**src/wisc_pkg.sv**
```systemverilog
package wisc_pkg;

	// ---------------------------------------------------------
	// Widths and vector types
	// ---------------------------------------------------------
	localparam int WORD_W  = 16;
	localparam int REG_CNT = 8;

	typedef logic [WORD_W-1:0]          word_t;
	typedef logic [WORD_W-1:0]          instr_t;
	typedef logic [$clog2(REG_CNT)-1:0] reg_addr_t;
	typedef logic [4:0]                 opcode_t;
	typedef logic [3:0]                 alu_op_t;

	localparam reg_addr_t LINK_REG = 3'd7;

	// ---------------------------------------------------------
	// Opcodes in instr[15:11]
	// ---------------------------------------------------------
	localparam opcode_t OP_HALT      = 5'b00000;
	localparam opcode_t OP_NOP       = 5'b00001;
	localparam opcode_t OP_IMM_ARITH = 5'b0100?;   // ADDI, SUBI.
	localparam opcode_t OP_IMM_LOGIC = 5'b0101?;   // XORI, ANDNI.
	localparam opcode_t OP_IMM_SHIFT = 5'b101??;   // ROLI, SLLI, RORI, SRLI.
	localparam opcode_t OP_ST        = 5'b10000;
	localparam opcode_t OP_LD        = 5'b10001;
	localparam opcode_t OP_STU       = 5'b10011;
	localparam opcode_t OP_BTR       = 5'b11001;
	localparam opcode_t OP_ALU1      = 5'b1101?;   // Low bit set picks add group.
	localparam opcode_t OP_SET       = 5'b111??;   // SEQ, SLT, SLE, SCO.
	localparam opcode_t OP_BEQZ      = 5'b01100;
	localparam opcode_t OP_BNEZ      = 5'b01101;
	localparam opcode_t OP_BLTZ      = 5'b01110;
	localparam opcode_t OP_BGEZ      = 5'b01111;
	localparam opcode_t OP_LBI       = 5'b11000;
	localparam opcode_t OP_SLBI      = 5'b10010;
	localparam opcode_t OP_J         = 5'b00100;
	localparam opcode_t OP_JR        = 5'b00101;
	localparam opcode_t OP_JAL       = 5'b00110;
	localparam opcode_t OP_JALR      = 5'b00111;
	localparam opcode_t OP_SIIC      = 5'b00010;
	localparam opcode_t OP_RTI       = 5'b00011;

	// ALU codes. The two low bits of each group line up with the opcode.
	localparam alu_op_t ALU_ADD        = 4'd0;
	localparam alu_op_t ALU_SUB        = 4'd1;
	localparam alu_op_t ALU_XOR        = 4'd2;
	localparam alu_op_t ALU_ANDN       = 4'd3;
	localparam alu_op_t ALU_ROL        = 4'd4;
	localparam alu_op_t ALU_SLL        = 4'd5;
	localparam alu_op_t ALU_ROR        = 4'd6;
	localparam alu_op_t ALU_SRL        = 4'd7;
	localparam alu_op_t ALU_PASS_A     = 4'd8;
	localparam alu_op_t ALU_BYTE_SHIFT = 4'd9;
	localparam alu_op_t ALU_CMP        = 4'd10;
	localparam alu_op_t ALU_BIT_REV    = 4'd11;

	// ---------------------------------------------------------
	// Datapath selects
	// ---------------------------------------------------------
	localparam logic [1:0] RD_FIELD_LOW  = 2'd0;   // instr[4:2].
	localparam logic [1:0] RD_FIELD_MID  = 2'd1;   // instr[7:5].
	localparam logic [1:0] RD_FIELD_HIGH = 2'd2;   // instr[10:8].
	localparam logic [1:0] RD_LINK_R7    = 2'd3;

	localparam logic [1:0] WB_MEM  = 2'd0;
	localparam logic [1:0] WB_ALU  = 2'd1;
	localparam logic [1:0] WB_LINK = 2'd2;
	localparam logic [1:0] WB_IMM  = 2'd3;

	localparam logic [1:0] IMM_5_SIGNED  = 2'd0;
	localparam logic [1:0] IMM_5_ZERO    = 2'd1;
	localparam logic [1:0] IMM_8_SIGNED  = 2'd2;
	localparam logic [1:0] IMM_11_SIGNED = 2'd3;

	// Same order as the low opcode bits of the set group.
	localparam logic [1:0] SET_EQ    = 2'd0;
	localparam logic [1:0] SET_LT    = 2'd1;
	localparam logic [1:0] SET_LE    = 2'd2;
	localparam logic [1:0] SET_CARRY = 2'd3;

endpackage
```
**src/alu.sv**
```systemverilog
`timescale 1ns/1ps

module alu import wisc_pkg::*; (
	input  word_t      i_a,
	input  word_t      i_b,
	input  alu_op_t    i_op,
	input  logic [1:0] i_set_sel,
	output word_t      o_result,
	output logic       o_set_bit
);

	logic [2*WORD_W-1:0] rot_l;
	logic [2*WORD_W-1:0] rot_r;
	logic [3:0]          shamt;
	word_t               sum;
	word_t               cmp;
	word_t               rev;
	logic                carry_f;
	logic                zero_f;
	logic                neg_f;
	logic                ovf;
	logic                lt;

	assign shamt = i_b[3:0];
	assign rot_l = {i_a, i_a} << shamt;
	assign rot_r = {i_a, i_a} >> shamt;

	assign {carry_f, sum} = i_a + i_b;   // Carry feeds SCO.

	// ---------------------------------------------------------
	// Compare flags from a minus b
	// ---------------------------------------------------------
	assign cmp    = i_a - i_b;
	assign zero_f = (cmp == '0);
	assign neg_f  = cmp[WORD_W-1];
	assign ovf    = (i_a[WORD_W-1] ^ i_b[WORD_W-1]) & (cmp[WORD_W-1] ^ i_a[WORD_W-1]);
	assign lt     = neg_f ^ ovf;

	always_comb begin
		for (int i = 0; i < WORD_W; i++) begin
			rev[i] = i_a[WORD_W-1-i];
		end
	end

	always_comb begin
		case (i_op)
			ALU_ADD:        o_result = sum;
			ALU_SUB:        o_result = i_b - i_a;   // SUB and SUBI take rt or imm minus rs.
			ALU_XOR:        o_result = i_a ^ i_b;
			ALU_ANDN:       o_result = i_a & ~i_b;
			ALU_ROL:        o_result = rot_l[2*WORD_W-1:WORD_W];
			ALU_SLL:        o_result = i_a << shamt;
			ALU_ROR:        o_result = rot_r[WORD_W-1:0];
			ALU_SRL:        o_result = i_a >> shamt;
			ALU_BYTE_SHIFT: o_result = {i_a[7:0], i_b[7:0]};   // Old low byte moves up.
			ALU_CMP:        o_result = cmp;
			ALU_BIT_REV:    o_result = rev;
			default:        o_result = i_a;   // Pass a.
		endcase
	end

	always_comb begin
		case (i_set_sel)
			SET_EQ:    o_set_bit = zero_f;
			SET_LT:    o_set_bit = lt;
			SET_LE:    o_set_bit = lt | zero_f;
			SET_CARRY: o_set_bit = carry_f;
			default:   o_set_bit = 1'b0;
		endcase
	end

endmodule

```
**src/branch_unit.sv**
```systemverilog
`timescale 1ns/1ps

module branch_unit import wisc_pkg::*; (
	input  word_t i_pc,
	input  word_t i_rs_data,
	input  word_t i_imm,
	input  word_t i_alu_result,
	input  logic  i_branch_eq,
	input  logic  i_branch_lt,
	input  logic  i_branch_gt,
	input  logic  i_jump,
	input  logic  i_jump_reg,
	input  logic  i_halt,
	output word_t o_next_pc
);

	word_t seq_pc;
	word_t rel_pc;
	logic  rs_zero;
	logic  rs_neg;
	logic  taken;

	assign seq_pc  = i_pc + 16'd2;
	assign rel_pc  = seq_pc + i_imm;
	assign rs_zero = (i_rs_data == '0);
	assign rs_neg  = i_rs_data[WORD_W-1];

	// BNEZ raises lt and gt together, so zero counts as ge only for BGEZ.
	assign taken = (i_branch_eq & rs_zero)
		| (i_branch_lt & rs_neg)
		| (i_branch_gt & ~rs_neg & (~rs_zero | ~i_branch_lt));

	always_comb begin
		if (i_halt) begin
			o_next_pc = i_pc;
		end else if (i_jump_reg) begin
			o_next_pc = i_alu_result;   // rs plus imm.
		end else if (i_jump || taken) begin
			o_next_pc = rel_pc;
		end else begin
			o_next_pc = seq_pc;
		end
	end

endmodule

```
**src/control.sv**
```systemverilog
`timescale 1ns/1ps

module control import wisc_pkg::*; (
	input  opcode_t    i_opcode,
	output logic [1:0] o_reg_dst,
	output logic [1:0] o_wb_sel,
	output logic [1:0] o_imm_sel,
	output logic [1:0] o_set_sel,
	output alu_op_t    o_alu_op,
	output logic       o_alu_src,
	output logic       o_reg_write,
	output logic       o_mem_rd,
	output logic       o_mem_wr,
	output logic       o_branch_eq,
	output logic       o_branch_lt,
	output logic       o_branch_gt,
	output logic       o_jump,
	output logic       o_jump_reg,
	output logic       o_set_result,
	output logic       o_halt,
	output logic       o_err
);

	always_comb begin
		// Defaults give a NOP.
		o_reg_dst    = RD_FIELD_LOW;
		o_wb_sel     = WB_ALU;
		o_imm_sel    = IMM_5_SIGNED;
		o_set_sel    = SET_EQ;
		o_alu_op     = ALU_PASS_A;
		o_alu_src    = 1'b0;
		o_reg_write  = 1'b0;
		o_mem_rd     = 1'b0;
		o_mem_wr     = 1'b0;
		o_branch_eq  = 1'b0;
		o_branch_lt  = 1'b0;
		o_branch_gt  = 1'b0;
		o_jump       = 1'b0;
		o_jump_reg   = 1'b0;
		o_set_result = 1'b0;
		o_halt       = 1'b0;
		o_err        = 1'b0;

		casez (i_opcode)
			OP_HALT: begin
				o_halt = 1'b1;
			end
			OP_NOP, OP_SIIC, OP_RTI: begin
				// No exception support.
			end

			// -------------------------------------------------
			// Immediate ALU forms, rd in instr[7:5]
			// -------------------------------------------------
			OP_IMM_ARITH: begin
				o_reg_dst   = RD_FIELD_MID;
				o_alu_src   = 1'b1;
				o_reg_write = 1'b1;
				o_alu_op    = {2'b00, i_opcode[1:0]};
			end
			OP_IMM_LOGIC: begin
				o_reg_dst   = RD_FIELD_MID;
				o_imm_sel   = IMM_5_ZERO;
				o_alu_src   = 1'b1;
				o_reg_write = 1'b1;
				o_alu_op    = {2'b00, i_opcode[1:0]};
			end
			OP_IMM_SHIFT: begin
				o_reg_dst   = RD_FIELD_MID;
				o_imm_sel   = IMM_5_ZERO;
				o_alu_src   = 1'b1;
				o_reg_write = 1'b1;
				o_alu_op    = {2'b01, i_opcode[1:0]};
			end

			OP_ST: begin
				o_alu_src = 1'b1;
				o_alu_op  = ALU_ADD;
				o_mem_wr  = 1'b1;
			end
			OP_LD: begin
				o_reg_dst   = RD_FIELD_MID;
				o_wb_sel    = WB_MEM;
				o_alu_src   = 1'b1;
				o_alu_op    = ALU_ADD;
				o_mem_rd    = 1'b1;
				o_reg_write = 1'b1;
			end
			OP_STU: begin
				o_reg_dst   = RD_FIELD_HIGH;   // Address goes back to rs.
				o_alu_src   = 1'b1;
				o_alu_op    = ALU_ADD;
				o_mem_wr    = 1'b1;
				o_reg_write = 1'b1;
			end

			OP_LBI: begin
				o_reg_dst   = RD_FIELD_HIGH;
				o_wb_sel    = WB_IMM;
				o_imm_sel   = IMM_8_SIGNED;
				o_reg_write = 1'b1;
			end
			OP_SLBI: begin
				o_reg_dst   = RD_FIELD_HIGH;
				o_imm_sel   = IMM_8_SIGNED;
				o_alu_src   = 1'b1;
				o_alu_op    = ALU_BYTE_SHIFT;
				o_reg_write = 1'b1;
			end
			OP_BTR: begin
				o_alu_op    = ALU_BIT_REV;
				o_reg_write = 1'b1;
			end
			OP_ALU1: begin
				// Function bits are merged in by the datapath.
				o_alu_op    = {1'b0, ~i_opcode[0], 2'b00};
				o_reg_write = 1'b1;
			end
			OP_SET: begin
				o_alu_op     = ALU_CMP;
				o_set_sel    = i_opcode[1:0];
				o_set_result = 1'b1;
				o_reg_write  = 1'b1;
			end

			// -------------------------------------------------
			// Branches and jumps
			// -------------------------------------------------
			OP_BEQZ: begin
				o_imm_sel   = IMM_8_SIGNED;
				o_branch_eq = 1'b1;
			end
			OP_BNEZ: begin
				o_imm_sel   = IMM_8_SIGNED;
				o_branch_lt = 1'b1;
				o_branch_gt = 1'b1;
			end
			OP_BLTZ: begin
				o_imm_sel   = IMM_8_SIGNED;
				o_branch_lt = 1'b1;
			end
			OP_BGEZ: begin
				o_imm_sel   = IMM_8_SIGNED;
				o_branch_gt = 1'b1;
			end
			OP_J: begin
				o_imm_sel = IMM_11_SIGNED;
				o_jump    = 1'b1;
			end
			OP_JAL: begin
				o_imm_sel   = IMM_11_SIGNED;
				o_jump      = 1'b1;
				o_reg_dst   = RD_LINK_R7;
				o_wb_sel    = WB_LINK;
				o_reg_write = 1'b1;
			end
			OP_JR: begin
				o_imm_sel  = IMM_8_SIGNED;
				o_alu_src  = 1'b1;
				o_alu_op   = ALU_ADD;
				o_jump     = 1'b1;
				o_jump_reg = 1'b1;
			end
			OP_JALR: begin
				o_imm_sel   = IMM_8_SIGNED;
				o_alu_src   = 1'b1;
				o_alu_op    = ALU_ADD;
				o_jump      = 1'b1;
				o_jump_reg  = 1'b1;
				o_reg_dst   = RD_LINK_R7;
				o_wb_sel    = WB_LINK;
				o_reg_write = 1'b1;
			end
			default: o_err = 1'b1;
		endcase

		a_mem_excl: assert (!(o_mem_rd && o_mem_wr))
			else $error("control: memory read and write both enabled");
	end

endmodule

```
**src/exec_core.sv**
```systemverilog
`timescale 1ns/1ps

module exec_core import wisc_pkg::*; (
	input  logic      i_clk,
	input  logic      i_rst_n,
	input  instr_t    i_instr,
	input  word_t     i_pc,
	input  word_t     i_mem_rdata,
	output word_t     o_next_pc,
	output word_t     o_mem_addr,
	output word_t     o_mem_wdata,
	output logic      o_mem_rd,
	output logic      o_mem_wr,
	output logic      o_wb_en,
	output reg_addr_t o_wb_reg,
	output word_t     o_wb_data,
	output logic      o_halt,
	output logic      o_err
);

	opcode_t    opcode;
	logic [1:0] reg_dst;
	logic [1:0] wb_sel;
	logic [1:0] imm_sel;
	logic [1:0] set_sel;
	alu_op_t    ctl_alu_op;
	alu_op_t    alu_op;
	logic       alu_src;
	logic       branch_eq;
	logic       branch_lt;
	logic       branch_gt;
	logic       jump;
	logic       jump_reg;
	logic       set_result;
	logic       set_bit;
	word_t      imm;
	word_t      rs_data;
	word_t      rt_data;
	word_t      alu_b;
	word_t      alu_result;
	word_t      link_pc;

	assign opcode = i_instr[15:11];

	control u_control (
		.i_opcode     (opcode),
		.o_reg_dst    (reg_dst),
		.o_wb_sel     (wb_sel),
		.o_imm_sel    (imm_sel),
		.o_set_sel    (set_sel),
		.o_alu_op     (ctl_alu_op),
		.o_alu_src    (alu_src),
		.o_reg_write  (o_wb_en),
		.o_mem_rd     (o_mem_rd),
		.o_mem_wr     (o_mem_wr),
		.o_branch_eq  (branch_eq),
		.o_branch_lt  (branch_lt),
		.o_branch_gt  (branch_gt),
		.o_jump       (jump),
		.o_jump_reg   (jump_reg),
		.o_set_result (set_result),
		.o_halt       (o_halt),
		.o_err        (o_err)
	);

	imm_extend u_imm_extend (
		.i_instr   (i_instr),
		.i_imm_sel (imm_sel),
		.o_imm     (imm)
	);

	reg_file u_reg_file (
		.i_clk       (i_clk),
		.i_rst_n     (i_rst_n),
		.i_wr_en     (o_wb_en),
		.i_wr_addr   (o_wb_reg),
		.i_wr_data   (o_wb_data),
		.i_rd_addr_a (i_instr[10:8]),
		.i_rd_addr_b (i_instr[7:5]),
		.o_rd_data_a (rs_data),
		.o_rd_data_b (rt_data)
	);

	// R-format ALU ops carry their function in instr[1:0].
	assign alu_op = (opcode ==? OP_ALU1) ? {ctl_alu_op[3:2], i_instr[1:0]} : ctl_alu_op;
	assign alu_b  = alu_src ? imm : rt_data;

	alu u_alu (
		.i_a       (rs_data),
		.i_b       (alu_b),
		.i_op      (alu_op),
		.i_set_sel (set_sel),
		.o_result  (alu_result),
		.o_set_bit (set_bit)
	);

	branch_unit u_branch_unit (
		.i_pc         (i_pc),
		.i_rs_data    (rs_data),
		.i_imm        (imm),
		.i_alu_result (alu_result),
		.i_branch_eq  (branch_eq),
		.i_branch_lt  (branch_lt),
		.i_branch_gt  (branch_gt),
		.i_jump       (jump),
		.i_jump_reg   (jump_reg),
		.i_halt       (o_halt),
		.o_next_pc    (o_next_pc)
	);

	// ---------------------------------------------------------
	// Memory port and writeback
	// ---------------------------------------------------------
	assign o_mem_addr  = alu_result;
	assign o_mem_wdata = rt_data;
	assign link_pc     = i_pc + 16'd2;

	always_comb begin
		case (reg_dst)
			RD_FIELD_LOW:  o_wb_reg = i_instr[4:2];
			RD_FIELD_MID:  o_wb_reg = i_instr[7:5];
			RD_FIELD_HIGH: o_wb_reg = i_instr[10:8];
			default:       o_wb_reg = LINK_REG;
		endcase
	end

	always_comb begin
		case (wb_sel)
			WB_MEM:  o_wb_data = i_mem_rdata;
			WB_LINK: o_wb_data = link_pc;
			WB_IMM:  o_wb_data = imm;
			default: o_wb_data = set_result ? {{(WORD_W-1){1'b0}}, set_bit} : alu_result;
		endcase
	end

endmodule

```
**src/imm_extend.sv**
```systemverilog
`timescale 1ns/1ps

module imm_extend import wisc_pkg::*; (
	input  instr_t     i_instr,
	input  logic [1:0] i_imm_sel,
	output word_t      o_imm
);

	// Field widths follow the I-format 1, I-format 2 and J formats.
	always_comb begin
		case (i_imm_sel)
			IMM_5_SIGNED: begin
				o_imm = {{(WORD_W-5){i_instr[4]}}, i_instr[4:0]};
			end
			IMM_5_ZERO: begin
				o_imm = {{(WORD_W-5){1'b0}}, i_instr[4:0]};
			end
			IMM_8_SIGNED: begin
				o_imm = {{(WORD_W-8){i_instr[7]}}, i_instr[7:0]};
			end
			IMM_11_SIGNED: begin
				o_imm = {{(WORD_W-11){i_instr[10]}}, i_instr[10:0]};
			end
			default: o_imm = '0;
		endcase
	end

endmodule

```
**src/reg_file.sv**
```systemverilog
`timescale 1ns/1ps

module reg_file import wisc_pkg::*; (
	input  logic      i_clk,
	input  logic      i_rst_n,
	input  logic      i_wr_en,
	input  reg_addr_t i_wr_addr,
	input  word_t     i_wr_data,
	input  reg_addr_t i_rd_addr_a,
	input  reg_addr_t i_rd_addr_b,
	output word_t     o_rd_data_a,
	output word_t     o_rd_data_b
);

	word_t regs [REG_CNT];

	// Writes land on the edge; reads see them from the next cycle on.
	always_ff @(posedge i_clk) begin
		if (!i_rst_n) begin
			for (int i = 0; i < REG_CNT; i++) begin
				regs[i] <= '0;
			end
		end else if (i_wr_en) begin
			regs[i_wr_addr] <= i_wr_data;
		end
	end

	assign o_rd_data_a = regs[i_rd_addr_a];
	assign o_rd_data_b = regs[i_rd_addr_b];

	a_wr_addr_known: assert property (@(posedge i_clk) disable iff (!i_rst_n)
		i_wr_en |-> !$isunknown(i_wr_addr))
		else $error("reg_file: write enabled with unknown address");

endmodule

```
**config.mk**
```make
export PLATFORM = sky130hd
export DESIGN_NAME = exec_core
export DESIGN_NICKNAME = d
export VERILOG_FILES = /design/src/wisc_pkg.sv /design/src/alu.sv /design/src/branch_unit.sv /design/src/control.sv /design/src/exec_core.sv /design/src/imm_extend.sv /design/src/reg_file.sv
export SDC_FILE = /design/constraint.sdc
export NUM_CORES = 1
export LEC_CHECK = 0
export ABC_AREA = 1
export BUFFER_PORTS_ARGS = -buffer_cell sky130_fd_sc_hd__buf_2
export CORE_MARGIN = 4
export CORE_UTILIZATION = 30
export CTS_BUF_LIST = sky130_fd_sc_hd__clkbuf_8 sky130_fd_sc_hd__clkbuf_16
export CTS_CLUSTER_DIAMETER = 40
export DETAILED_ROUTE_END_ITERATION = 10
export MAX_ROUTING_LAYER = met4
export SLEW_MARGIN = 40
export SYNTH_ARGS = -nofsm -noshare
export SYNTH_HDL_FRONTEND = slang
export SYNTH_SLANG_ARGS = --single-unit
```
**constraint.sdc**
```tcl
create_clock -name i_clk -period 6.3 [get_ports i_clk]
set_input_delay 0.315 -clock i_clk [delete_from_list [all_inputs] [get_ports i_clk]]
set_output_delay 0.315 -clock i_clk [all_outputs]
set_load 0.05 [all_outputs]
```
==> out/metrics.yaml, run 1 <==
place_ws_ps: 541
worst_pin_slew_ps: 859
yosys-top-cells-count: "nand2_1, a21oi_1, nand3_1, inv_1, nor2_1"
largest_reg_flops: 128
hold_viol: 0
vdd_drop_max_v: 0.000228
multiInputGateArea_sq_um: 9940
via_count: 17600
cpMaxStageDelayCell: "ha_1"
cts_root_buffer: "clkbuf_16"
clockBufferDepth: 2
skew_ps: 10.4
io_buffers: 120
drive_above_1_share_pct: 14.2
cp_slowest_stage_delay_ps: 530
dpl.hpwl_microns: 54100
yosys_register_bits: 128
critPathTopFamily: "simple AND/OR/NAND/NOR gates"
synthesis.nets: 2498
die_x_microns: 234
setup_tns_ps: 0
nets: 2588
worst-setup-path-type: "input port to primary output"
cts.sinks: 128
drc_errors: 0
start_util_pct: 30.4
gp_congestion: 0.999
stdcell_area_sq_um: 17300
power.density_nw_per_um2: 267
crit_required_ps: 5980
ios: 122
slew_headroom_pct: 42.6
cts_tree: "done"
power_mw: 4.62
grt_pass1_vias: 16300
syn_to_final_growth_pct: 13.4
synth_area_sq_um: 15300
fin_ws_ps: 517
die-area_sq_um: 54600
synth_top_area_share_pct: 25.2
yosys.cell_types.count: 62
gr-usage-all-layers_pct: 25.9
period_needed_ps: 5780
critPathArrivalTime_ps: 5470
die_y_microns: 234
hold_buffers: 0
rows: 82
largest_register: "u_reg_file.regs"
grt_first_pass_wirelength_microns: 104000
cp_max_fo: 11
fill_cells: 5534
fmax_mhz: 173
totalWireLength_microns: 71800
status: "finished clean"
synth_seq_area_share_pct: 25.2
avgSynthCellArea_sq_um: 6.42
reg.largest.list: "u_reg_file.regs: 128 flops"
ys_async_sr_fraction_pct: 0
placed_cells: 3120
grt-ovfl-total: 0
synth.area.top_cells: "edfxtp_1, nand2_1, a21oi_1"
h-tree-depth: 4
crit_buf_inv: 4
ys.flop_type: "edfxtp_1"
finalCritPeriodShare_pct: 91.8
grt_max_degree: 48
fin_cells: 3160
start_kind: "input port"
coreArea_sq_um: 50300
max-cap-violations: 0
clkSlewWorstSetupHoldPaths_ps: 60
drtIter0Drc: 2122
post_cts_buffers: 0
crit_path_end_kind: "primary output"
cts_made_buffers: 17
insertion_delay_ps: 420
grt_setup_unrepaired: "false"
p_leak_nw: 8.12
drv_slew: 0
ant_nets: 0
yosysTopAreaCell: "edfxtp_1"
setup_viol_count_final: 0
dr.pass1.iters: 6
vias_per_cell: 5.57
cts_resized: 0
yosysWarnings: 0
wl_per_cell_microns: 22.7
antenna_found_initial: 4
hold_path_class: "input port to flip-flop"
synth_edf_count: 128
ff_latch_area_sq_um: 3840
placed_area_sq_um: 16600
yosysMostFrequentCell: "nand2_1"
syn_inst: 2379
-- placed cells by master, fill, tap and decap left out, types with 4 or more instances in the layout --
cell       count
inv_2         18
bufinv_16      5
o22ai_1        7
nor3_1        10
nor2_1       158
nor2_4         8
fa_1           5
a221oi_1       5
nand3_4       13
diode_2        6
ha_1          64
a31oi_1       16
nand4_1       24
xnor2_1        6
inv_1        226
buf_4         55
o21bai_1      12
clkinv_1       5
o211ai_1      20
inv_6          4
clkbuf_16     17
xor2_1        34
a221oi_2      11
nand2_1      712
o31ai_1        4
and3_1         4
o21ai_2        5
nand3_2       15
nor2_2        18
nand2_2       29
o21ai_1       14
buf_2        119
edfxtp_1     128
a21oi_1      273
o21ai_0      112
nand3_1      269
nand2_4        6
-- through the flow --
stage | utilization (%) | hold WS, ps
final | 34.5 | 398
after global placement | 33.0 | 817
after floorplan | - | 660
after global routing | 34.5 | 406
after CTS | 34.4 | 388
after detailed placement | 33.1 | 816
-- worst reg2reg max path, cell delays in order, from the launching register on --
cell and delay (ps):
edfxtp_1 390, a21oi_1 150, o21ai_0 160, nand3_1 110, o31ai_1 130, nand2_1 140, nand2_1 190, ha_1 480
inv_1 170, nand2_1 110, nor3_1 260, nand2_1 100, nand2_1 170, a221oi_1 170, fa_1 570, and3_1 160
nand3_1 80, nor2_1 150, nand2_1 70, nor2_1 110, nand3_1 110, nand3_1 100, nand3_1 60, nand2_1 60
clkinv_1 280, a21oi_1 240
-- power breakdown --
group | switching, mW | internal [mW]
clock network | 0.394 | 0.707
logic | 1.88 | 0.633
registers | 0.0236 | 0.991
-- routing by layer --
metal	GRT usage [%]	vias to the layer above	part of all wire, %
met5	-	-	0
met1	32.8	8319	41
met3	3.54	175	8.4
met4	11.5	0	4.9
met2	41.2	961	46
li1	-	8155	-
-- path summary, 6_finish.rpt --
kind | from | endpoint | slack [ps] | depth (start not counted)
min reg2reg | u_reg_file.regs[2][1]$_SDFFCE_PN0P_ | u_reg_file.regs[2][1]$_SDFFCE_PN0P_ | 1430 | 7
max reg2reg | u_reg_file.regs[3][4]$_SDFFCE_PN0P_ | u_reg_file.regs[0][0]$_SDFFCE_PN0P_ | 1450 | 25
max | i_instr[15] | o_wb_data[0] | 520 | 28
min | i_mem_rdata[10] | u_reg_file.regs[4][10]$_SDFFCE_PN0P_ | 400 | 3
-- kinds of logic after synthesis --
group / count (synthesis) / share of synthesized area [%]
AO/OA/AOI/OAI: 498 / 18.5
XOR/XNOR: 40 / 2.29
adder cells (fa/ha/maj): 69 / 5.89
buffers and inverters: 360 / 9.99
flip-flops: 128 / 25.2
other: 1 / 0.0245
AND/OR/NAND/NOR: 1283 / 38.1
-- final cells by class --
class,instances,share of cell area (%)
well taps,672,4.85
flip-flops and latches,128,22.2
inverters,252,5.51
clock buffers,17,2.45
repair buffers,179,6.25
clock inverters,15,1.33
multi-input cells,1891,57.4
diodes,6,0.0866
Power figures use the tool's default switching activity.
==> run 2, diff against run 1 <==
--- a/config.mk
+++ b/config.mk
@@ -13,6 +13,7 @@
 export CTS_CLUSTER_DIAMETER = 40
 export DETAILED_ROUTE_END_ITERATION = 10
 export MAX_ROUTING_LAYER = met4
+export REMOVE_ABC_BUFFERS = 1
 export SLEW_MARGIN = 40
 export SYNTH_ARGS = -nofsm -noshare
 export SYNTH_HDL_FRONTEND = slang
==> out/metrics.yaml, run 2 (same netlist as run 1, synthesis figures left out) <==
status: "finished clean"
diodes: 0
worst-setup-path-type: "input port to primary output"
cp_slowest_stage_delay_ps: 570
cp_max_fo: 10
fill_cells: 5499
via_count: 17600
grt_pass1_vias: 16400
critPathArrivalTime_ps: 5470
grt_first_pass_wirelength_microns: 103000
ant_nets: 0
power_mw: 4.55
ios: 122
p_leak_nw: 8.11
h-tree-depth: 4
cts_made_buffers: 17
grt_setup_unrepaired: "false"
multiInputGateArea_sq_um: 9960
skew_ps: 10.9
nets: 2591
insertion_delay_ps: 430
cpMaxStageDelayCell: "fa_1"
wl_per_cell_microns: 22.3
ff_latch_area_sq_um: 3840
power.density_nw_per_um2: 263
gr-usage-all-layers_pct: 25.5
grt-ovfl-total: 0
wl_met3_microns: 6290
hold_slack_ps: 379
cpMostUsedCell: "nor2_1"
vias_per_cell: 5.57
reg.largest.list: "u_reg_file.regs: 128 flops"
hold_buffers: 0
top_layer: "met4"
hold_viol: 0
io_buffers: 120
clockBufferDepth: 2
crit_required_ps: 5980
gp_congestion: 1.01
cts.sinks: 128
period_needed_ps: 5790
coreArea_sq_um: 50300
antenna_found_initial: 0
largest_register: "u_reg_file.regs"
rows: 82
layout_common_cells: "nand2_1, a21oi_1, nand3_1"
clkSlewWorstSetupHoldPaths_ps: 60
slew_headroom_pct: 38.9
place_ws_ps: 595
cts_resized: 0
die-area_sq_um: 54600
finalCritPeriodShare_pct: 91.9
placed_area_sq_um: 16700
cts_root_buffer: "clkbuf_16"
die_x_microns: 234
final_common_cell: "nand2_1"
fmax_mhz: 173
vdd_drop_max_v: 0.000233
hold_path_class: "input port to flip-flop"
fin_cells: 3156
worst_pin_slew_ps: 917
post_cts_buffers: 0
crit_path_end_kind: "primary output"
largest_reg_flops: 128
stdcell_area_sq_um: 17300
wl_met2_microns: 33400
final_util_pct: 34.4
dpl.hpwl_microns: 53200
die_y_microns: 234
syn_to_final_growth_pct: 13.1
drive_above_1_share_pct: 14.6
setup_viol_count_final: 0
fin_ws_ps: 512
drc_errors: 0
m1WireLength_microns: 28300
grt_max_degree: 86
cts_tree: "done"
dr.pass1.iters: 6
start_kind: "input port"
setup_tns_ps: 0
placed_cells: 3124
max-cap-violations: 0
drtIter0Drc: 2166
start_util_pct: 30.4
totalWireLength_microns: 70500
drv_slew: 0
[run 2: critical path: cells and delay by family]
kind	cells	cell delay [ps]
buf+inv	7	1220
simple gates	21	2900
compound gates	1	150
fa+ha+maj	2	860
[run 2: layout make-up]
class	instances	area share, %
well taps	672	4.86
clock inverters	14	0.962
flip-flops and latches	128	22.2
repair buffers	182	6.35
inverters	252	5.52
clock buffers	17	2.46
multi-input cells	1891	57.6
[run 2: per-layer routing]
metal  vias up  global-route usage (%)
met5         -                       -
met4         0                    9.26
met3       143                    4.11
met2       956                    41.6
met1      8310                    31.9
li1       8164                       -
[run 2: final timing paths]
check             cells after the start                                   end                                 from  slack, ps
setup / recovery                     31                          o_wb_data[0]                          i_instr[15]        510
hold / removal                        3  u_reg_file.regs[1][15]$_SDFFCE_PN0P_                      i_mem_rdata[15]        380
setup reg to reg                     22  u_reg_file.regs[3][14]$_SDFFCE_PN0P_  u_reg_file.regs[3][0]$_SDFFCE_PN0P_       1430
hold reg to reg                       9   u_reg_file.regs[3][9]$_SDFFCE_PN0P_  u_reg_file.regs[0][9]$_SDFFCE_PN0P_       1380
[run 2: power by group]
group | switching [mW] | internal, mW | total (mW)
Combinational | 1.87 | 0.642 | 2.52
Clock | 0.396 | 0.619 | 1.02
Sequential | 0.0221 | 0.991 | 1.01
Total | 2.29 | 2.25 | 4.55
